**src/common/soc_bus_pkg.sv**
```systemverilog
// -----------------------------------------------
// System bus request/response types, address map
// and device indices
// -----------------------------------------------

package soc_bus_pkg;

  // Bus widths
  typedef logic [31:0] bus_addr_t;
  typedef logic [31:0] bus_data_t;
  typedef logic [3:0]  bus_strobe_t;

  // Word index into the data RAM (8192 bytes / 4)
  typedef logic [10:0] ram_word_idx_t;

  // Manager request, also broadcast to the devices
  typedef struct packed {
    bus_addr_t   address;
    bus_data_t   write_data;
    bus_strobe_t write_strobe;
    logic        read_request;
    logic        write_request;
  } bus_req_t;

  // Response pulses, one cycle after the request
  typedef struct packed {
    bus_data_t read_data;
    logic      read_response;
    logic      write_response;
  } bus_rsp_t;

  // -----------------------------------------------
  // Device indices and address map
  // -----------------------------------------------
  localparam int NUM_DEVICES = 2;
  localparam int DEV_RAM     = 0;
  localparam int DEV_UART    = 1;

  typedef logic [$clog2(NUM_DEVICES)-1:0] dev_idx_t;

  localparam bus_addr_t RAM_BASE  = 32'h0000_0000;
  localparam bus_addr_t RAM_SIZE  = 32'd8192;
  localparam bus_addr_t UART_BASE = 32'h8000_0000;
  localparam bus_addr_t UART_SIZE = 32'd8;

endpackage

```
**src/hw/system_bus.sv**
```systemverilog
// -----------------------------------------------
// Address decoder and response multiplexer for
// the single-manager system bus
// -----------------------------------------------

`timescale 1ns/1ps

module system_bus (
  input  logic                                        clock,
  input  logic                                        reset,
  input  soc_bus_pkg::bus_req_t                       host_req,
  output soc_bus_pkg::bus_rsp_t                       host_rsp,
  output soc_bus_pkg::bus_req_t                       dev_req,
  output logic [soc_bus_pkg::NUM_DEVICES-1:0]         dev_read_request,
  output logic [soc_bus_pkg::NUM_DEVICES-1:0]         dev_write_request,
  input  soc_bus_pkg::bus_rsp_t [soc_bus_pkg::NUM_DEVICES-1:0] dev_rsp
);

  logic [soc_bus_pkg::NUM_DEVICES-1:0] hit;
  logic                                hit_any;
  soc_bus_pkg::dev_idx_t               hit_idx;

  logic                  sel_valid_q;
  soc_bus_pkg::dev_idx_t sel_idx_q;
  logic                  unmapped_rd_q;
  logic                  unmapped_wr_q;

  function automatic logic in_region(soc_bus_pkg::bus_addr_t addr,
                                     soc_bus_pkg::bus_addr_t base,
                                     soc_bus_pkg::bus_addr_t size);
    soc_bus_pkg::bus_addr_t offset;
    offset = addr - base;
    return (addr >= base) && (offset < size);
  endfunction

  // -----------------------------------------------
  // Combinational decode
  // -----------------------------------------------
  always_comb begin
    hit = '0;
    hit[soc_bus_pkg::DEV_RAM] = in_region(host_req.address, soc_bus_pkg::RAM_BASE,
                                          soc_bus_pkg::RAM_SIZE);
    hit[soc_bus_pkg::DEV_UART] = in_region(host_req.address, soc_bus_pkg::UART_BASE,
                                           soc_bus_pkg::UART_SIZE);
  end

  always_comb begin
    hit_any = 1'b0;
    hit_idx = '0;
    for (int i = 0; i < soc_bus_pkg::NUM_DEVICES; i++) begin
      if (hit[i]) begin
        hit_any = 1'b1;
        hit_idx = soc_bus_pkg::dev_idx_t'(i);
      end
    end
  end

  // Payload is shared, request bits go per device
  always_comb begin
    dev_req               = host_req;
    dev_req.read_request  = 1'b0;
    dev_req.write_request = 1'b0;
  end

  assign dev_read_request  = hit & {soc_bus_pkg::NUM_DEVICES{host_req.read_request}};
  assign dev_write_request = hit & {soc_bus_pkg::NUM_DEVICES{host_req.write_request}};

  // -----------------------------------------------
  // Remember who answers next cycle
  // -----------------------------------------------
  always_ff @(posedge clock) begin
    if (reset) begin
      sel_valid_q   <= 1'b0;
      sel_idx_q     <= '0;
      unmapped_rd_q <= 1'b0;
      unmapped_wr_q <= 1'b0;
    end else begin
      sel_valid_q   <= hit_any && (host_req.read_request || host_req.write_request);
      unmapped_rd_q <= !hit_any && host_req.read_request;
      unmapped_wr_q <= !hit_any && host_req.write_request;
      if (host_req.read_request || host_req.write_request) begin
        sel_idx_q <= hit_idx;
      end
    end
  end

  // Unmapped accesses get a zero-data answer from the bus
  always_comb begin
    host_rsp = '0;
    if (sel_valid_q) begin
      host_rsp = dev_rsp[sel_idx_q];
    end else begin
      host_rsp.read_response  = unmapped_rd_q;
      host_rsp.write_response = unmapped_wr_q;
    end
  end

endmodule

```
**config.mk**
```make
export PLATFORM = sky130hd
export DESIGN_NAME = system_bus
export DESIGN_NICKNAME = d
export VERILOG_FILES = /design/src/common/soc_bus_pkg.sv /design/src/hw/system_bus.sv
export SDC_FILE = /design/constraint.sdc
export NUM_CORES = 1
export LEC_CHECK = 0
export ABC_AREA = 1
export BUFFER_PORTS_ARGS = -buffer_cell sky130_fd_sc_hd__buf_2
export CAP_MARGIN = 30
export CORE_AREA = 2 2 97 99
export DETAILED_ROUTE_END_ITERATION = 10
export DIE_AREA = 0 0 99 101
export GPL_ROUTABILITY_DRIVEN = 0
export SYNTH_ARGS = -nofsm -noshare
export SYNTH_HDL_FRONTEND = slang
export SYNTH_SLANG_ARGS = --single-unit
```
**constraint.sdc**
```tcl
create_clock -name clock -period 2.2 [get_ports clock]
set_clock_uncertainty 0.2 [all_clocks]
set_input_delay 0 -clock clock [delete_from_list [all_inputs] [get_ports clock]]
set_output_delay 0 -clock clock [all_outputs]
set_load 0.005 [all_outputs]
```
* Yosys cells after proc, flatten, opt, wreduce, memory -nomap -nowiden
Cells that the tools add are included.
** Word-level totals
- Bits of input ports :: 140
- Output and inout port bits :: 108
- Logic and storage cells :: 26
- Register bits after elaboration :: 4
** Operators by class
- Mux-type cells :: 7
- Bitwise logic cells :: 2
- Magnitude comparators :: 5
- Reduce and logical (&&, ||, !) cells :: 7
- $add $sub $neg :: 1
** Operators with widths (number)
- $mux W34 :: 2
- $ge A32 B1 Y1 const B :: 1
- $ge A32 B32 Y1 const B :: 1
- $lt A32 B14 Y1 const B :: 1
- $lt A32 B4 Y1 const B :: 1
- $mux W32 :: 1
- $sub A32 B32 Y32 const B :: 1
- $logic_and A1 B1 Y1 :: 5
- $and A2 B2 Y2 :: 2
- $mux W1 :: 3
- $lt A1 B2 Y1 const B :: 1
- $mux W2 :: 1
- $logic_not A1 Y1 :: 1
- $logic_or A1 B1 Y1 :: 1

* Logic depth before layout (Yosys ltp)
- Depth after elaboration :: 6
- Gate-level depth with buffers :: 8
- Depth with buffers taken out :: 8

* Worst setup path before layout
OpenSTA, ideal clock, no wires.
- Path kind :: reg2out
- Start point :: reg sel_idx_q
- End point :: out host_rsp[10] (netlist bit)
- Cell stages (with the launch flop) :: 5
- Buffers on the path :: 2
- Data arrival time :: 856 ps
- Setup slack :: 1144 ps
- Required time :: 2000 ps
- Path through :: dfxtp_1 -> buf_4 -> clkbuf_1 -> o21ai_0 -> nor2_1
** RTL lines
- start: declaration :: RTL line system_bus.sv:24 : soc_bus_pkg::dev_idx_t sel_idx_q;
- start signal: assignment :: RTL line system_bus.sv:82 : sel_idx_q <= hit_idx;
- end: declaration :: RTL line system_bus.sv:12 : output soc_bus_pkg::bus_rsp_t host_rsp,

* Final worst setup path
- Start point :: in host_req[65] (netlist bit)
- End point :: out dev_read_request[0] (netlist bit)
** On the way
- Longest elaborated chain between the ends :: 3
** Ends and longest elaborated chain
- start: declaration :: RTL line system_bus.sv:11 : input soc_bus_pkg::bus_req_t host_req,
- $ge A32 B1 Y1 or $lt A32 B14 Y1 (tied branches) :: RTL line system_bus.sv:33 : return (addr >= base) && (offset < size);
- $logic_and A1 B1 Y1 (*) :: RTL line system_bus.sv:33
- $and A2 B2 Y2 (*) :: RTL line system_bus.sv:65 : assign dev_read_request = hit & {soc_bus_pkg::NUM_DEVICES{host_req.read_request}};
- end: declaration :: RTL line system_bus.sv:14 : output logic [soc_bus_pkg::NUM_DEVICES-1:0] dev_read_request,
Mark *: on every way between the ends. The rest lies on a longest branch, timed or not.

==> impl_metrics.json <==
{
  "grt_pass1_vias": 1890,
  "avgSynthCellArea_um2": 5.373,
  "dp_hpwl_um": 3977,
  "yosys-top-cells-count": "nor2_1 (93), buf_4 (71), o21ai_0 (37)",
  "finalCritPeriodShare": 0.7788,
  "cts_root_buffer": "clkbuf_8",
  "clk_path_buf_depth": 2,
  "reg2reg_slack_ps": 1170,
  "worst_pin_slew_ps": 562.5,
  "crit_required_ps": 2000,
  "ir_worst_vdd_v": 0.0001270,
  "synth_area_leader_cell": "buf_4",
  "status": "completed",
  "dpl_cell_area_um2": 1763,
  "power_uw": 515.5,
  "crit_path_max_fanout": 3,
  "pre_cts_ws_ps": 845.8,
  "synthTopCellsByArea": "buf_4 (40%), nor2_1 (26%), o21ai_0 (14%)",
  "netlist_area_um2": 1333,
  "drive_gt1_frac": 0.4313,
  "tns_ps": 0,
  "cts_made_buffers": 3,
  "netlist_instances": 248,
  "cp.arrival_ps": 1510,
  "area_delta_synth_final_pct": 90.23,
  "firstDrtPassIters": 4,
  "h-tree-depth": 1,
  "grt-ovfl-total": 0,
  "wire_per_inst_um": 11.33,
  "die_w_um": 99,
  "drt_iter0_markers": 35,
  "core_region_area_um2": 8977,
  "start_kind": "input pin",
  "drt-total-wl_um": 5958,
  "synth.distinct_cells": 16,
  "final_nets": 557,
  "dp.cells": 450,
  "die_h_um": 101,
  "ant_nets": 0,
  "rows": 35,
  "setup_viol": 0,
  "slew_headroom": 0.6244,
  "yosysSeqAreaShare": 0.06009,
  "fin_cells": 526,
  "route.vias.total": 2034,
  "synth.most_common_cell": "nor2_1",
  "async_flop_share": 0,
  "synth_top_area_frac": 0.4000,
  "fillCellCount": 1006,
  "ios": 248,
  "hold_viol_final": 0,
  "synth_warnings": 0,
  "post-route-util": 0.2824,
  "leakage_nw": 1.438,
  "max_freq_ghz": 0.5836,
  "hold_slack_ps": 96.45,
  "hp-class": "input pin to primary output",
  "grt_setup_unrepaired": "false",
  "synth_seq_cells": 4,
  "cts_sinks": 4,
  "port_buffers": 167,
  "dieArea_um2": 9999,
  "crit_type": "input pin to primary output",
  "worstSetupEndpointType": "primary output",
  "cts_setup_buffers": 0,
  "grt_max_degree": 36,
  "maxCapViolations": 0,
  "synth_ff_type": "dfxtp_1",
  "initial_utilization": 0.1484,
  "fin_crit_ps": 1713,
  "antenna_found_initial": 0,
  "grt_use_total": 0.1041,
  "clock_latency_ps": 220,
  "tritoncts": "built",
  "post_cts_resize_count": 0,
  "p_per_area_nw_per_um2": 203.3,
  "synth_edf_count": 0,
  "viasPerCell": 3.867,
  "slew_violations": 0,
  "diodes": 0,
  "worst_slack_ps": 486.6,
  "final_cell_area_um2": 2535,
  "grt_pass1_wl_um": 8335,
  "drc_errors": 0
}
## worst paths after layout
kind                                   start                  end  depth (start not counted)
worst max-delay path            host_req[65]  dev_read_request[0]                         10
worst min-delay path             dev_rsp[56]         host_rsp[22]                          4
worst max register to register     sel_idx_q            sel_idx_q                          3
worst min register to register     sel_idx_q            sel_idx_q                          3
## what timing repair did
item                       CTS  global route
hold endpoints to repair    72             0
hold buffers                73             0
setup endpoints to repair    0             0
## flip-flops by register name, summed over array words and instances, names as in the netlist
| signal | count |
|---|---|
| sel_valid_q | 1 |
| unmapped_rd_q | 1 |
| unmapped_wr_q | 1 |
| sel_idx_q | 1 |
## power breakdown
part	leakage, nW	internal (mW)	switching, mW
Combinational	1.38	0.179	0.102
Clock	0.0216	0.117	0.0396
Sequential	0.0329	0.0758	0.00180
## final cells by class
class,instances,area [um2],share of cell area
Tap cell,111,138.9,0.05479
Sequential cell,4,80.08,0.03159
Inverter,14,52.55,0.02073
Timing Repair Buffer,243,1589,0.6268
Multi-Input combinational cell,151,633.1,0.2498
Clock buffer,3,41.29,0.01629
## kinds of logic after synthesis
logic type,count (synthesis),share of synthesized area
buffers and inverters,94,0.4676
AND/OR/NAND/NOR,111,0.3268
flip-flops,4,0.06010
AO/OA/AOI/OAI,38,0.1427
other,1,0.002814
## routing by layer
layer,vias to the layer above,GRT usage,wire (um),part of all wire
met4,0,0.03477,58,0.0097
met1,884,0.1085,2164,0.36
met5,-,0,0,0
li1,1027,-,-,-
met2,119,0.2089,3299,0.55
met3,4,0.01664,435,0.073
## critical path: stages
cell and delay [ps]:
dlygate4sd3_1 540, buf_2 130, nor2_1 110, nand2_1 70, nor2_1 130, nand2_2 100, nor2_2 120, inv_1 60
nor2_1 120, buf_2 130
## cells in the final DEF, fill, tap and decap left out, drive strengths merged
cell / synthesis / final
a21oi: 1 / 1
buf: 74 / 170
clkbuf: 6 / 3
conb: 1 / 2
dfxtp: 4 / 4
dlygate4sd3: 0 / 73
inv: 14 / 14
nand2: 14 / 14
nand3: 1 / 1
nand4: 1 / 1
nor2: 95 / 95
o21ai: 37 / 37
Power figures use the tool's default switching activity.
