## src/common/soc_bus_pkg.sv

```systemverilog
// -----------------------------------------------
// System bus request/response types, address map
// and device indices
// -----------------------------------------------

package soc_bus_pkg;

  // Bus widths
  typedef logic [31:0] bus_addr_t;
  typedef logic [31:0] bus_data_t;
  typedef logic [3:0]  bus_strobe_t;

  // Word index into the data RAM (8192 bytes / 4)
  typedef logic [10:0] ram_word_idx_t;

  // Manager request, also broadcast to the devices
  typedef struct packed {
    bus_addr_t   address;
    bus_data_t   write_data;
    bus_strobe_t write_strobe;
    logic        read_request;
    logic        write_request;
  } bus_req_t;

  // Response pulses, one cycle after the request
  typedef struct packed {
    bus_data_t read_data;
    logic      read_response;
    logic      write_response;
  } bus_rsp_t;

  // -----------------------------------------------
  // Device indices and address map
  // -----------------------------------------------
  localparam int NUM_DEVICES = 2;
  localparam int DEV_RAM     = 0;
  localparam int DEV_UART    = 1;

  typedef logic [$clog2(NUM_DEVICES)-1:0] dev_idx_t;

  localparam bus_addr_t RAM_BASE  = 32'h0000_0000;
  localparam bus_addr_t RAM_SIZE  = 32'd8192;
  localparam bus_addr_t UART_BASE = 32'h8000_0000;
  localparam bus_addr_t UART_SIZE = 32'd8;

endpackage

```

## src/common/uart_pkg.sv

```systemverilog
// -----------------------------------------------
// UART register map, status bits, bit timing and
// transmit/receive state encodings
// -----------------------------------------------

package uart_pkg;

  // One bit lasts 8 clocks
  localparam int CLOCKS_PER_BIT = 8;

  // Register offsets within the 8-byte window
  typedef logic [2:0] reg_offset_t;

  localparam reg_offset_t REG_DATA   = 3'd0;
  localparam reg_offset_t REG_STATUS = 3'd4;

  // Status register bit positions
  localparam int STATUS_TX_BUSY  = 0;
  localparam int STATUS_RX_VALID = 1;

  typedef logic [7:0] uart_byte_t;
  typedef logic [2:0] bit_count_t;
  typedef logic [3:0] baud_count_t;

  typedef enum logic [1:0] {TX_IDLE, TX_START, TX_DATA, TX_STOP} tx_state_t;

  typedef enum logic [1:0] {RX_IDLE, RX_START, RX_DATA, RX_STOP} rx_state_t;

endpackage

```

## src/uart/uart_unit.sv

```systemverilog
// -----------------------------------------------
// UART registers, transmit shifter, receive
// sampler and receive interrupt
// -----------------------------------------------

`timescale 1ns/1ps

module uart_unit (
  input  logic                  clock,
  input  logic                  reset,
  input  soc_bus_pkg::bus_req_t req,
  input  logic                  read_request,
  input  logic                  write_request,
  output soc_bus_pkg::bus_rsp_t rsp,
  input  logic                  uart_rx,
  output logic                  uart_tx,
  output logic                  uart_irq
);

  uart_pkg::reg_offset_t  reg_offset;
  soc_bus_pkg::bus_data_t status_word;
  soc_bus_pkg::bus_data_t read_data_q;
  logic                   read_response_q;
  logic                   write_response_q;
  logic                   tx_load;
  logic                   rx_clear;
  logic                   tx_busy;

  uart_pkg::tx_state_t    tx_state;
  uart_pkg::uart_byte_t   tx_shift;
  uart_pkg::bit_count_t   tx_bit_cnt;
  uart_pkg::baud_count_t  tx_baud;
  logic                   tx_line;

  uart_pkg::rx_state_t    rx_state;
  logic [1:0]             rx_sync;
  uart_pkg::uart_byte_t   rx_shift;
  uart_pkg::uart_byte_t   rx_data;
  uart_pkg::bit_count_t   rx_bit_cnt;
  uart_pkg::baud_count_t  rx_baud;
  logic                   rx_valid;

  localparam uart_pkg::baud_count_t BIT_LAST =
    uart_pkg::baud_count_t'(uart_pkg::CLOCKS_PER_BIT - 1);
  localparam uart_pkg::baud_count_t HALF_LAST =
    uart_pkg::baud_count_t'(uart_pkg::CLOCKS_PER_BIT / 2 - 1);

  // -----------------------------------------------
  // Register block
  // -----------------------------------------------
  assign reg_offset = req.address[2:0];
  assign tx_busy    = (tx_state != uart_pkg::TX_IDLE);
  // A byte written while busy is acknowledged and lost
  assign tx_load    = write_request && (reg_offset == uart_pkg::REG_DATA) && !tx_busy;
  assign rx_clear   = read_request && (reg_offset == uart_pkg::REG_DATA);

  always_comb begin
    status_word = '0;
    status_word[uart_pkg::STATUS_TX_BUSY]  = tx_busy;
    status_word[uart_pkg::STATUS_RX_VALID] = rx_valid;
  end

  always_ff @(posedge clock) begin
    if (read_request) begin
      case (reg_offset)
        uart_pkg::REG_DATA:   read_data_q <= {24'd0, rx_data};
        uart_pkg::REG_STATUS: read_data_q <= status_word;
        default:              read_data_q <= '0;
      endcase
    end
  end

  always_ff @(posedge clock) begin
    if (reset) begin
      read_response_q  <= 1'b0;
      write_response_q <= 1'b0;
    end else begin
      read_response_q  <= read_request;
      write_response_q <= write_request;
    end
  end

  always_comb begin
    rsp.read_data      = read_data_q;
    rsp.read_response  = read_response_q;
    rsp.write_response = write_response_q;
  end

  // -----------------------------------------------
  // Transmit frame of start, 8 data bits LSB first and stop
  // -----------------------------------------------
  always_ff @(posedge clock) begin
    if (tx_load) begin
      tx_shift <= req.write_data[7:0];
    end else if (tx_state == uart_pkg::TX_DATA && tx_baud == BIT_LAST) begin
      tx_shift <= tx_shift >> 1;
    end
  end

  always_ff @(posedge clock) begin
    if (reset) begin
      tx_state   <= uart_pkg::TX_IDLE;
      tx_line    <= 1'b1;
      tx_baud    <= '0;
      tx_bit_cnt <= '0;
    end else begin
      case (tx_state)
        uart_pkg::TX_IDLE: begin
          tx_baud <= '0;
          if (tx_load) begin
            tx_state <= uart_pkg::TX_START;
            tx_line  <= 1'b0;
          end
        end
        uart_pkg::TX_START: begin
          tx_baud <= tx_baud + 1'b1;
          if (tx_baud == BIT_LAST) begin
            tx_baud    <= '0;
            tx_bit_cnt <= '0;
            tx_line    <= tx_shift[0];
            tx_state   <= uart_pkg::TX_DATA;
          end
        end
        uart_pkg::TX_DATA: begin
          tx_baud <= tx_baud + 1'b1;
          if (tx_baud == BIT_LAST) begin
            tx_baud <= '0;
            if (tx_bit_cnt == uart_pkg::bit_count_t'(7)) begin
              tx_line  <= 1'b1;
              tx_state <= uart_pkg::TX_STOP;
            end else begin
              tx_bit_cnt <= tx_bit_cnt + 1'b1;
              tx_line    <= tx_shift[1];
            end
          end
        end
        default: begin
          tx_baud <= tx_baud + 1'b1;
          if (tx_baud == BIT_LAST) begin
            tx_state <= uart_pkg::TX_IDLE;
          end
        end
      endcase
    end
  end

  assign uart_tx = tx_line;

  // -----------------------------------------------
  // Receive sampler taking each bit at mid-bit
  // -----------------------------------------------
  always_ff @(posedge clock) begin
    if (rx_state == uart_pkg::RX_DATA && rx_baud == BIT_LAST) begin
      rx_shift <= {rx_sync[1], rx_shift[7:1]};
    end
    if (rx_state == uart_pkg::RX_STOP && rx_baud == BIT_LAST) begin
      rx_data <= rx_shift;
    end
  end

  always_ff @(posedge clock) begin
    if (reset) begin
      rx_sync    <= 2'b11;
      rx_state   <= uart_pkg::RX_IDLE;
      rx_baud    <= '0;
      rx_bit_cnt <= '0;
      rx_valid   <= 1'b0;
    end else begin
      rx_sync <= {rx_sync[0], uart_rx};
      // Data read clears the flag unless a new byte lands in the same cycle
      if (rx_clear) begin
        rx_valid <= 1'b0;
      end
      case (rx_state)
        uart_pkg::RX_IDLE: begin
          rx_baud <= '0;
          if (!rx_sync[1]) begin
            rx_state <= uart_pkg::RX_START;
          end
        end
        uart_pkg::RX_START: begin
          rx_baud <= rx_baud + 1'b1;
          if (rx_baud == HALF_LAST) begin
            rx_baud    <= '0;
            rx_bit_cnt <= '0;
            // High again at mid-bit means a glitch
            rx_state   <= rx_sync[1] ? uart_pkg::RX_IDLE : uart_pkg::RX_DATA;
          end
        end
        uart_pkg::RX_DATA: begin
          rx_baud <= rx_baud + 1'b1;
          if (rx_baud == BIT_LAST) begin
            rx_baud    <= '0;
            rx_bit_cnt <= rx_bit_cnt + 1'b1;
            if (rx_bit_cnt == uart_pkg::bit_count_t'(7)) begin
              rx_state <= uart_pkg::RX_STOP;
            end
          end
        end
        default: begin
          rx_baud <= rx_baud + 1'b1;
          if (rx_baud == BIT_LAST) begin
            rx_valid <= 1'b1;
            rx_state <= uart_pkg::RX_IDLE;
          end
        end
      endcase
    end
  end

  // Interrupt level follows the unread byte
  assign uart_irq = rx_valid;

endmodule

```

## config.mk

```make
export PLATFORM = sky130hd
export DESIGN_NAME = uart_unit
export DESIGN_NICKNAME = d
export VERILOG_FILES = /design/src/common/soc_bus_pkg.sv /design/src/common/uart_pkg.sv /design/src/uart/uart_unit.sv
export SDC_FILE = /design/constraint.sdc
export NUM_CORES = 1
export LEC_CHECK = 0
export ABC_AREA = 1
export ABC_CLOCK_PERIOD_IN_PS = 2400
export CELL_PAD_IN_SITES_DETAIL_PLACEMENT = 1
export CELL_PAD_IN_SITES_GLOBAL_PLACEMENT = 2
export CORE_MARGIN = 4
export CORE_UTILIZATION = 36
export DETAILED_ROUTE_END_ITERATION = 10
export DONT_BUFFER_PORTS = 1
export HOLD_SLACK_MARGIN = 0.1
export PLACE_DENSITY = 0.81
export SLEW_MARGIN = 20
export SYNTH_ARGS = -nofsm -noshare
export SYNTH_HDL_FRONTEND = slang
export SYNTH_SLANG_ARGS = --single-unit
```

## constraint.sdc

```tcl
create_clock -name clock -period 2.4 [get_ports clock]
set_clock_uncertainty 0.2 [all_clocks]
set_input_delay 0.36 -clock clock [delete_from_list [all_inputs] [get_ports clock]]
set_output_delay 0.36 -clock clock [all_outputs]
set_load 0.05 [all_outputs]
```

; Word level (Yosys, flattened, before mapping)
; Index checks and enable logic that the tools add are counted.
[word_totals]
reg_bits = 80
inputBits = 75
out_inout_bits = 36
[op_classes]
addsub = 4
eq_ne = 20
mux = 36
n_reduce_logical = 24
[ops]
columns = cell, count
row1 = 2-bit two-way mux, 11
row2 = 8-bit two-way mux, 2
row3 = 8-bit one-hot mux with 2 select lines, 1
row4 = 3-bit two-way mux, 5
row5 = 4-bit two-way mux, 3
row6 = 2-bit one-hot mux with 3 select lines, 2
row7 = 3-bit one-hot mux with 2 select lines, 2
row8 = 4-bit one-hot mux with 3 select lines, 1
row9 = 2-bit != test (second input constant), 5
row10 = 5-bit AND reduction, 2
row11 = 2-bit nonzero test, 5
row12 = 3-bit equality test (second input constant), 3
row13 = 4-bit by 1-bit adder with 4-bit output (second input constant), 2
row14 = 4-bit by 3-bit equality test with 1-bit output (second input constant), 2
row15 = 2-bit by 1-bit != test with 1-bit output (second input constant), 4
row16 = 4-bit one-hot mux with 2 select lines, 1
row17 = 4-bit AND reduction, 2
row18 = 1-bit two-way mux, 7
row19 = 3-bit by 1-bit adder with 3-bit output (second input constant), 2
row20 = 2-bit equality test (second input constant), 3
row21 = 1-bit logical AND, 6
row22 = 3-bit nonzero test, 2
row23 = 2-bit by 1-bit equality test with 1-bit output (second input constant), 2
row24 = 4-bit by 2-bit equality test with 1-bit output (second input constant), 1
row25 = 7 further kinds, 8

; Logic depth before layout (Yosys ltp)
; Gate-level depths: netlist (run 1).
[logic_depth]
ltp_word = 5
mapped_depth = 9
mapped_depth_nobuf = 9

; Worst setup path after synthesis (run 1)
; Ideal clock, no wire load.
[synth_path]
path_kind = reg-to-reg
start = reg tx_state[0]
end = reg tx_shift[0] (enable)
setup_time_ns = 0.329
arrival_time_ns = 1.132
t_required_ns = 1.871
path_slack_ns = 0.739
stages_incl_launch_ff = 7
synth_period_minus_slack_ns = 1.661
cell_sequence = dfxtp_1 > inv_1 > ha_1 > inv_2 > nor2_4 > inv_2 > nand2_1
[synth_between]
elab_chain_cells = 4
elab_cells_between_ends = 6
cone_classes = 1 x eq/ne / 5 x reduce/logical
[synth_lines]
columns = element, line_no
row1 = start: declaration, uart_unit.sv:29  ; uart_pkg::tx_state_t tx_state;
row2 = start signal: assignment, uart_unit.sv:102  ; tx_state <= uart_pkg::TX_IDLE;
row3 = start signal: assignment, uart_unit.sv:111  ; tx_state <= uart_pkg::TX_START;
row4 = start signal: assignment, uart_unit.sv:121  ; tx_state <= uart_pkg::TX_DATA;
row5 = 2-bit nonzero test, uart_unit.sv:52  ; assign tx_busy = (tx_state != uart_pkg::TX_IDLE);
row6 = 1-bit zero test, uart_unit.sv:54  ; assign tx_load = write_request && (reg_offset == uart_pkg::REG_DATA) && !tx_busy;
row7 = 1-bit logical AND, uart_unit.sv:54
row8 = 2-bit nonzero test (no source line) *, --
row9 = end signal: assignment, uart_unit.sv:94  ; tx_shift <= req.write_data[7:0];
row10 = end signal: assignment, uart_unit.sv:96  ; tx_shift <= tx_shift >> 1;
row11 = end: declaration, uart_unit.sv:30  ; uart_pkg::uart_byte_t tx_shift;
; Every way passes the cells marked *; elsewhere a longest branch is shown, timed or not.
; A chain may end at the register's enable or synchronous reset.

; Final worst setup path (run 1)
[layout_path]
start = reg tx_state[0]
end = reg tx_shift[6] (enable)
; Same word-level chain as after synthesis.

==> impl_metrics.env, run 1 <==
export IMPL_clock_path_buffers=2
export IMPL_fp_dieH_um=92.7
export IMPL_vias=1636
export IMPL_cts_sinks=56
export IMPL_initial_core_util=0.376
export IMPL_clockRootBuffer="clkbuf_8"
export IMPL_grt_pass1_wl_um=7620
export IMPL_first_pass_iters=4
export IMPL_grt_pass1_vias=1619
export IMPL_numCtsBuffers=5
export IMPL_drive_gt1_frac=0.109
export IMPL_hpwl_um=3460
export IMPL_min_period_over_period=0.811
export IMPL_setup_tns_ps=0
export IMPL_sw_frac_of_total=0.303
export IMPL_post_cts_buffers=0
export IMPL_num_io_pins=111
export IMPL_synth_top_area_frac=0.372
export IMPL_ys_warnings_count=0
export IMPL_area_growth_pct=9.55
export IMPL_fin_crit_ps=1950
export IMPL_cts_tree="done"
export IMPL_yosysTopAreaCell="edfxtp_1"
export IMPL_grt_usage=0.113
export IMPL_syn_area_mm2=0.00258
export IMPL_rows=30
export IMPL_path_clk_slew_ps=100
export IMPL_drc=0
export IMPL_crit_path_max_fanout=9
export IMPL_critPathRequiredTime_ps=2180
export IMPL_status="finished clean"
export IMPL_postCtsResizedCells=0
export IMPL_n_antenna_cell=0
export IMPL_drv_cap=0
export IMPL_synthCells=268
export IMPL_grt_overflow_total=0
export IMPL_pre_cts_slack_ps=438
export IMPL_slew_headroom=0.616
export IMPL_worstMarginPinSlew_ps=575
export IMPL_portBuffers=0
export IMPL_end_kind="flop"
export IMPL_viasPerCell=4.31
export IMPL_synthTopCellsByArea="edfxtp_1, dfxtp_1, buf_4"
export IMPL_antenna_found_initial=0
export IMPL_final_max_slew_viol_count=0
export IMPL_p_switching_w=0.000636
export IMPL_die_w_um=92.7
export IMPL_path_class="flop to flop"
export IMPL_fin_util=0.411
export IMPL_p_int_w=0.00146
export IMPL_clock_latency_ps=310
export IMPL_hold_viol=0
export IMPL_die_area_mm2=0.00858
export IMPL_irDropWorstVdd_uv=329
export IMPL_routed_wl_um=4610
export IMPL_htree_levels=2
export IMPL_worstSetupStartpointType="flop"
export IMPL_p_clk_frac=0.299
export IMPL_rsz0062_at_grt="no"
export IMPL_holdBufCountCts=13
export IMPL_nets=368
export IMPL_grt_max_degree=19
export IMPL_ys_ff_latch=56
export IMPL_drtIter0Drc=65
export IMPL_final_antenna_net_count=0
export IMPL_hold_ws_ps=140
export IMPL_powerDensity_mw_per_mm2=743
export IMPL_seq_area_frac_synth=0.559
export IMPL_setup_viol=0
export IMPL_min_path_type="primary input to flop"
export IMPL_sequentialPowerShare=0.535
export IMPL_core_mm2=0.00687
export IMPL_crit_arrival_ps=1730
export IMPL_gp_congestion=0.730
export IMPL_syn_area_per_cell_um2=9.63
export IMPL_synth_distinct_cells=27
export IMPL_p_leak_nw=1.22
export IMPL_comb_power_share=0.166
export IMPL_wl_per_cell_um=12.1
export IMPL_fmax_ghz=0.514
export IMPL_fin_ws_ps=453
-- metrics by stage --
step                      std cells  total power, W  cell area [um2]
after global placement          359         0.00146             2580
after CTS                       380         0.00213             2830
after floorplan                 291         0.00145             2670
final                           380         0.00210             2830
after detailed placement        359         0.00147             2580
after global routing            380         0.00222             2830
-- cells in the final DEF, fill, tap and decap left out, types with 2 or more instances in the layout --
cell type / n
o21ai_1: 2
or2_2: 2
nand4_1: 4
conb_1: 24
a21oi_1: 8
clkbuf_8: 5
nor2_1: 32
inv_1: 27
ha_1: 10
nand2_1: 51
nor2_2: 3
edfxtp_1: 32
nor2_4: 3
dlygate4sd3_1: 13
dfxtp_1: 24
xnor2_1: 2
o21bai_1: 2
nand3_1: 13
xor2_1: 2
inv_2: 6
o21ai_0: 5
nand2_2: 6
-- cells in the mapped netlist --
cell type / n
or2_2: 2
nor2_2: 3
nand3b_1: 1
a21oi_1: 8
o21ai_2: 1
buf_4: 26
inv_1: 27
xnor2_1: 2
nand3_2: 1
o21ai_0: 5
nor2_4: 3
nand4_1: 4
o21bai_1: 2
edfxtp_1: 32
ha_1: 10
conb_1: 1
nand3_4: 1
nor2_1: 32
inv_2: 6
nand2_2: 6
xor2_1: 2
nand2_1: 51
buf_2: 2
nand3_1: 13
dfxtp_1: 24
o211ai_1: 1
o21ai_1: 2
-- area by class of cell --
type                            count  area, um2
Sequential cell                    56       1440
Timing Repair Buffer               13        130
Multi-Input combinational cell    174        896
Fill cell                         802       4040
Clock inverter                      3       46.3
Clock buffer                        5       68.8
Inverter                           33        124
Tap cell                           96        120
-- worst paths after layout --
kind | endpoint | slack (ps) | cells past startpoint | startpoint
worst min register to register | rx_sync[1]$_SDFF_PP1_ | 220 | 1 | rx_sync[0]$_SDFF_PP1_
worst max-delay path | tx_shift[6]$_DFFE_PP_ | 450 | 6 | tx_state[0]$_SDFFE_PP0P_
worst max register to register | tx_shift[6]$_DFFE_PP_ | 450 | 6 | tx_state[0]$_SDFFE_PP0P_
worst min-delay path | read_data_q[0]$_DFFE_PP_ | 140 | 3 | req[38]
-- worst max-delay path, cell delays in order (launching register included) --
cell and delay, ps:
dfxtp_1 350, inv_1 90, ha_1 230, inv_2 90
nor2_4 230, inv_2 130, nand2_1 300
-- cell families (layout without fill, tap and decap cells) --
family / count (synthesis) / after routing / synth area share
AO/OA/AOI/OAI: 19 / 19 / 0.0412
XOR/XNOR: 4 / 4 / 0.0136
adder cells (fa/ha/maj): 10 / 10 / 0.0485
buffers and inverters: 61 / 54 / 0.128
flip-flops: 56 / 56 / 0.559
other: 1 / 24 / 0.00145
AND/OR/NAND/NOR: 117 / 117 / 0.209
-- sequential cells by signal, indices dropped and copies added (netlist names), 2 cells and up --
signal       cells
tx_baud          4
rx_sync          2
rx_shift         8
rx_data          8
tx_shift         8
tx_bit_cnt       3
rx_baud          4
rx_bit_cnt       3
read_data_q      8
tx_state         2
rx_state         2
-- routing by layer --
metal | vias to the layer above | track usage | wire [um]
li1 | 836 | - | -
met1 | 769 | 0.148 | 2150
met2 | 27 | 0.181 | 2200
met3 | 4 | 0.0301 | 201
met4 | 0 | 0.0403 | 54
met5 | - | 0 | 0
-- power by group through the flow --
| stage | clock network, W | registers (W) | logic, W |
|---|---|---|---|
| global placement | 0 | 0.00114 | 0.000320 |
| detailed placement | 0 | 0.00115 | 0.000328 |
| global route | 0.000687 | 0.00113 | 0.000399 |
| finish | 0.000628 | 0.00112 | 0.000349 |
| floorplan | 0 | 0.00113 | 0.000322 |
| CTS | 0.000655 | 0.00112 | 0.000351 |
Power figures use the tool's default switching activity.
==> run 2: changes to the inputs <==
Settings changed: ABC_AREA 1 to 0, ABC_CLOCK_PERIOD_IN_PS 2400 to 1940, CORE_UTILIZATION 36 to 38.
Clock period 2.4 ns to 1.94 ns, I/O delays scaled along.
==> run 2 against run 1 <==
Compared with the run above:
- die area is 6.5% lower
- hold slack worse by 30 ps
- first-iteration DRC count is 38% higher
==> impl_metrics.env, run 2 <==
export IMPL_synth_distinct_cells=43
export IMPL_clockRootBuffer="clkbuf_8"
export IMPL_wl_per_cell_um=14.5
export IMPL_yosysMostFrequentCell="edfxtp_1"
export IMPL_layout_cells_non_filler=325
export IMPL_cts_sinks=56
export IMPL_synthMuxAreaShare=0.0549
export IMPL_end_kind="flop"
export IMPL_syn_area_per_cell_um2=11.8
export IMPL_fin_crit_ps=1870
export IMPL_drtIter0Drc=90
export IMPL_ys_flop_type="edfxtp_1"
export IMPL_irDropWorstVdd_uv=545
export IMPL_gp_congestion=0.721
export IMPL_ys_warnings_count=0
export IMPL_drive_gt1_frac=0.198
export IMPL_min_period_over_period=0.965
export IMPL_reg2reg_from="tx_state[1]$_SDFFE_PP0P_"
export IMPL_final_max_slew_viol_count=0
export IMPL_synthXorXnorAreaFrac=0.0173
export IMPL_powerDensity_mw_per_mm2=865
export IMPL_initial_core_util=0.394
export IMPL_antenna_found_initial=1
export IMPL_synth_simple_area_share=0.146
export IMPL_reg2reg_depth=7
export IMPL_grt_overflow_total=0
export IMPL_grtUsageMet3=0.0401
export IMPL_final_antenna_net_count=0
export IMPL_clock_path_buffers=2
export IMPL_grt_most_used_layer="met2"
export IMPL_slew_headroom=0.414
export IMPL_hold_viol=0
export IMPL_hpwl_um=3230
export IMPL_num_io_pins=111
export IMPL_die_w_um=89.6
export IMPL_grt_max_degree=23
export IMPL_area_growth_pct=15.7
export IMPL_synth_fa_ha_area_frac=0.0495
export IMPL_rows=29
export IMPL_core_mm2=0.00642
export IMPL_numCtsBuffers=5
export IMPL_synth_edff_count=32
export IMPL_placed_cells=301
export IMPL_fmax_ghz=0.534
export IMPL_grt_use_met1=0.157
export IMPL_placed_cell_area_mm2=0.00265
export IMPL_path_clk_slew_ps=110
export IMPL_cp_endpoint="tx_state[1]$_SDFFE_PP0P_"
export IMPL_drc=0
export IMPL_synthCells=214
export IMPL_grt_usage=0.128
export IMPL_htree_levels=2
export IMPL_grt_pass1_vias=1590
export IMPL_synth_compound_area_frac=0.0579
export IMPL_n_antenna_cell=0
export IMPL_layout_commonest_cell="edfxtp_1"
export IMPL_status="finished clean"
export IMPL_portBuffers=0
export IMPL_syn_area_mm2=0.00253
export IMPL_synthTopCellsByArea="edfxtp_1, dfxtp_1, buf_4"
export IMPL_stdcell_area_mm2=0.00293
export IMPL_die_area_mm2=0.00803
export IMPL_vias=1569
export IMPL_path_class="flop to flop"
export IMPL_grt_pass1_wl_um=7650
export IMPL_p_leak_nw=1.13
export IMPL_cts_tree="done"
export IMPL_yosys_top_cells_count="edfxtp_1, buf_4, dfxtp_1, nor2_1, ha_1"
export IMPL_min_path_type="primary input to flop"
export IMPL_crit_arrival_ps=1860
export IMPL_seq_area_frac_synth=0.570
export IMPL_nets=332
export IMPL_ys_ff_latch=56
export IMPL_first_pass_iters=4
export IMPL_worstSetupStartpointType="flop"
export IMPL_reg2reg_to="tx_state[1]$_SDFFE_PP0P_"
export IMPL_most_common_layout_cells="edfxtp_1, conb_1, dfxtp_1"
export IMPL_fin_util=0.456
export IMPL_setup_viol=0
export IMPL_critPathRequiredTime_ps=1920
export IMPL_async_flop_share=0
export IMPL_reg2reg_setup_slack_ps=70
export IMPL_yosysTopAreaCell="edfxtp_1"
export IMPL_synth_top_family_by_area="simple AND/OR/NAND/NOR gates"
export IMPL_fp_dieH_um=89.6
export IMPL_grtUsageMet2=0.209
export IMPL_hold_start="req[40]"
export IMPL_drv_cap=0
export IMPL_routed_wl_um=4710
export IMPL_cp_startpoint="tx_state[1]$_SDFFE_PP0P_"
export IMPL_worstMarginPinSlew_ps=877
export IMPL_viasPerCell=4.83
export IMPL_clock_latency_ps=320
export IMPL_crit_path_max_fanout=3
export IMPL_rsz0062_at_grt="yes"
export IMPL_synth_top_area_frac=0.380
[run 2: worst max-delay path, stage by stage (launching register included)]
cell	delay, ps
dfxtp_2	370
inv_2	60
ha_2	180
or2b_1	220
a222oi_1	310
buf_4	180
mux2i_1	170
nor2_1	50
[run 2: final cells by class]
| class | instances | area [um2] |
|---|---|---|
| Multi-Input combinational cell | 141 | 947 |
| Clock inverter | 3 | 27.5 |
| Sequential cell | 56 | 1440 |
| Inverter | 8 | 30.0 |
| Fill cell | 712 | 3500 |
| Clock buffer | 5 | 68.8 |
| Timing Repair Buffer | 35 | 313 |
| Tap cell | 77 | 96.3 |
[run 2: kinds of logic after synthesis]
| logic type | count (synthesis) |
|---|---|
| fa+ha+maj | 10 |
| mux | 13 |
| compound gates | 21 |
| buf+inv | 40 |
| simple gates | 68 |
| flops | 56 |
| xor+xnor | 5 |
| other cells | 1 |
[run 2: worst min path at each step]
stage,end,cells past startpoint
floorplan,write_response_q$_SDFF_PP0_,1
global placement,tx_bit_cnt[0]$_SDFFE_PP0P_,1
detailed placement,rx_bit_cnt[1]$_SDFFE_PP0P_,1
CTS,read_data_q[1]$_DFFE_PP_,2
global route,read_data_q[1]$_DFFE_PP_,2
finish,read_data_q[1]$_DFFE_PP_,2
[run 2: metal layers]
layer / part of all wire / wire length (um) / vias to the layer above
met5: 0.0025 / 12 / -
met4: 0.019 / 90 / 2
met3: 0.046 / 217 / 9
met2: 0.50 / 2330 / 35
met1: 0.44 / 2060 / 753
li1: - / - / 770
[run 2: through the flow]
| stage | hold WS, ps | setup TNS [ps] | power, W | setup slack (ps) |
|---|---|---|---|---|
| after floorplan | 163 | 0 | 0.00174 | 35.0 |
| after global placement | 165 | -31.3 | 0.00179 | -18.6 |
| after detailed placement | 168 | -36.3 | 0.00180 | -36.3 |
| after CTS | 110 | 0 | 0.00252 | 17.0 |
| after global routing | 129 | -20.9 | 0.00267 | -20.9 |
| final | 110 | 0 | 0.00253 | 67.6 |
[run 2: repair_timing]
item	CTS	global route
hold buffers	15	0
setup buffers	0	1
endpoints found under the setup margin	1	15
hold endpoints to repair	42	0
resized for setup	2	9
pin swaps	1	2
[run 2: power breakdown]
| group | leakage [nW] | switching, W | internal, W | total (W) |
|---|---|---|---|---|
| sequential | 0.495 | 0.000107 | 0.00130 | 0.00141 |
| clock | 0.0463 | 0.000414 | 0.000266 | 0.000680 |
| combinational | 0.584 | 0.000249 | 0.000194 | 0.000444 |
| total | 1.13 | 0.000769 | 0.00176 | 0.00253 |
==> run 3: changes to the inputs <==
Settings changed: CORE_ASPECT_RATIO from default to 0.7.
==> run 3 against run 2 <==
Compared with the run above:
- the run now ends with negative hold slack left
- critical path type unchanged
- largest cell class unchanged
- combinational power increased by 15%
- final area up 5.3%
- fmax fell by 0.52%
==> impl_metrics.env, run 3 (synthesized netlist as in run 2, its figures left out) <==
export IMPL_status="finished with violations"
export IMPL_violations="negative hold slack"
export IMPL_grt_pass1_wl_um=8440
export IMPL_hpwl_um=3480
export IMPL_rsz0062_at_grt="yes"
export IMPL_nets=345
export IMPL_path_clk_slew_ps=120
export IMPL_grt_max_degree=23
export IMPL_wl_per_cell_um=14.7
export IMPL_die_area_mm2=0.00805
export IMPL_most_common_layout_cells="edfxtp_1, buf_4, conb_1"
export IMPL_placed_cell_area_mm2=0.00270
export IMPL_reg2reg_setup_slack_ps=60
export IMPL_path_class="flop to flop"
export IMPL_hold_ws_ps=-179
export IMPL_layout_cells_non_filler=352
export IMPL_drive_gt1_frac=0.226
export IMPL_drc=0
export IMPL_n_antenna_cell=0
export IMPL_rows=24
export IMPL_cts_tree="done"
export IMPL_min_path_type="primary input to flop"
export IMPL_htree_levels=2
export IMPL_fin_crit_ps=1880
export IMPL_clock_path_buffers=2
export IMPL_cts_sinks=56
export IMPL_clockRootBuffer="clkbuf_8"
export IMPL_final_max_slew_viol_count=0
export IMPL_gp_congestion=0.734
export IMPL_fmax_ghz=0.531
export IMPL_fp_dieH_um=76.3
export IMPL_worstMarginPinSlew_ps=536
export IMPL_grt_usage=0.135
export IMPL_irDropWorstVdd_uv=359
export IMPL_placed_cells=320
export IMPL_crit_path_max_fanout=4
export IMPL_die_w_um=106
export IMPL_portBuffers=0
export IMPL_clock_latency_ps=320
export IMPL_crit_arrival_ps=1910
export IMPL_stdcell_area_mm2=0.00308
export IMPL_final_antenna_net_count=0
export IMPL_num_io_pins=111
export IMPL_first_pass_iters=4
export IMPL_setup_viol=0
export IMPL_antenna_found_initial=0
export IMPL_end_kind="flop"
export IMPL_fin_util=0.487
export IMPL_numCtsBuffers=5
export IMPL_drv_cap=0
export IMPL_core_mm2=0.00634
export IMPL_critPathRequiredTime_ps=1970
export IMPL_grt_pass1_vias=1630
export IMPL_viasPerCell=4.61
export IMPL_fillers=669
export IMPL_p_leak_nw=1.20
export IMPL_routed_wl_um=5180
export IMPL_worstSetupStartpointType="flop"
export IMPL_min_period_over_period=0.970
export IMPL_initial_core_util=0.399
export IMPL_slew_headroom=0.642
export IMPL_drtIter0Drc=37
export IMPL_area_growth_pct=21.9
export IMPL_grt_overflow_total=0
export IMPL_hold_viol=18
export IMPL_vias=1621
export IMPL_layout_commonest_cell="edfxtp_1"
export IMPL_powerDensity_mw_per_mm2=854
[run 3: critical path, cell delays in order (launching register included)]
cell and delay, ps:
dfxtp_4 380, inv_4 70, ha_4 140, or2b_1 230, a222oi_1 350, buf_4 190
mux2i_1 170, nor2_1 50
[run 3: per-layer routing]
layer,wire [um],global-route usage,vias up,part of all wire
li1,-,-,790,-
met1,2450,0.176,789,0.47
met2,2450,0.216,40,0.47
met3,273,0.0474,2,0.053
met4,12,0.0310,0,0.0023
met5,0,0,-,0
[run 3: final cells by class]
type | instances | area [um2] | share of cell area
tap | 91 | 114 | 0.0369
multi-input combinational | 141 | 966 | 0.313
clock inverter | 3 | 28.8 | 0.00933
inverter | 8 | 35.0 | 0.0114
clock buffer | 5 | 68.8 | 0.0223
timing repair buffer | 48 | 423 | 0.137
sequential | 56 | 1450 | 0.470
[run 3: metrics by stage]
| step | setup slack [ps] | total power, W | setup TNS (ps) |
|---|---|---|---|
| 2_1_floorplan | 35.0 | 0.00174 | 0 |
| 3_3_place_gp | 1.73 | 0.00181 | 0 |
| 3_5_place_dp | -51.5 | 0.00183 | -102 |
| 4_1_cts | 10.6 | 0.00261 | 0 |
| 5_1_grt | -32.6 | 0.00276 | -52.5 |
| 6_report | 57.8 | 0.00263 | 0 |
[run 3: power by group]
part	leakage (nW)	total [W]	internal [W]	switching, W
combinational	0.656	0.000511	0.000244	0.000267
clock	0.0511	0.000705	0.000274	0.000431
sequential	0.496	0.00142	0.00130	0.000113
total	1.20	0.00263	0.00182	0.000811
[run 3: path summary, 6_finish.rpt]
check             cells past startpoint                       end                     start
setup reg to reg                      7  tx_state[1]$_SDFFE_PP0P_  tx_state[0]$_SDFFE_PP0P_
setup / recovery                      7  tx_state[1]$_SDFFE_PP0P_  tx_state[0]$_SDFFE_PP0P_
hold / removal                        1  tx_state[1]$_SDFFE_PP0P_                     reset
hold reg to reg                       1     tx_baud[0]$_SDFF_PP0_     tx_baud[0]$_SDFF_PP0_
[run 3: repair_timing]
item | in CTS | in global routing
resized for setup | 7 | 9
endpoints found under the setup margin | 2 | 5
setup buffers | 1 | 3
hold buffers | 20 | 1
pin swaps | 3 | 4
hold endpoints to repair | 42 | 19
gates cloned | 0 | 0
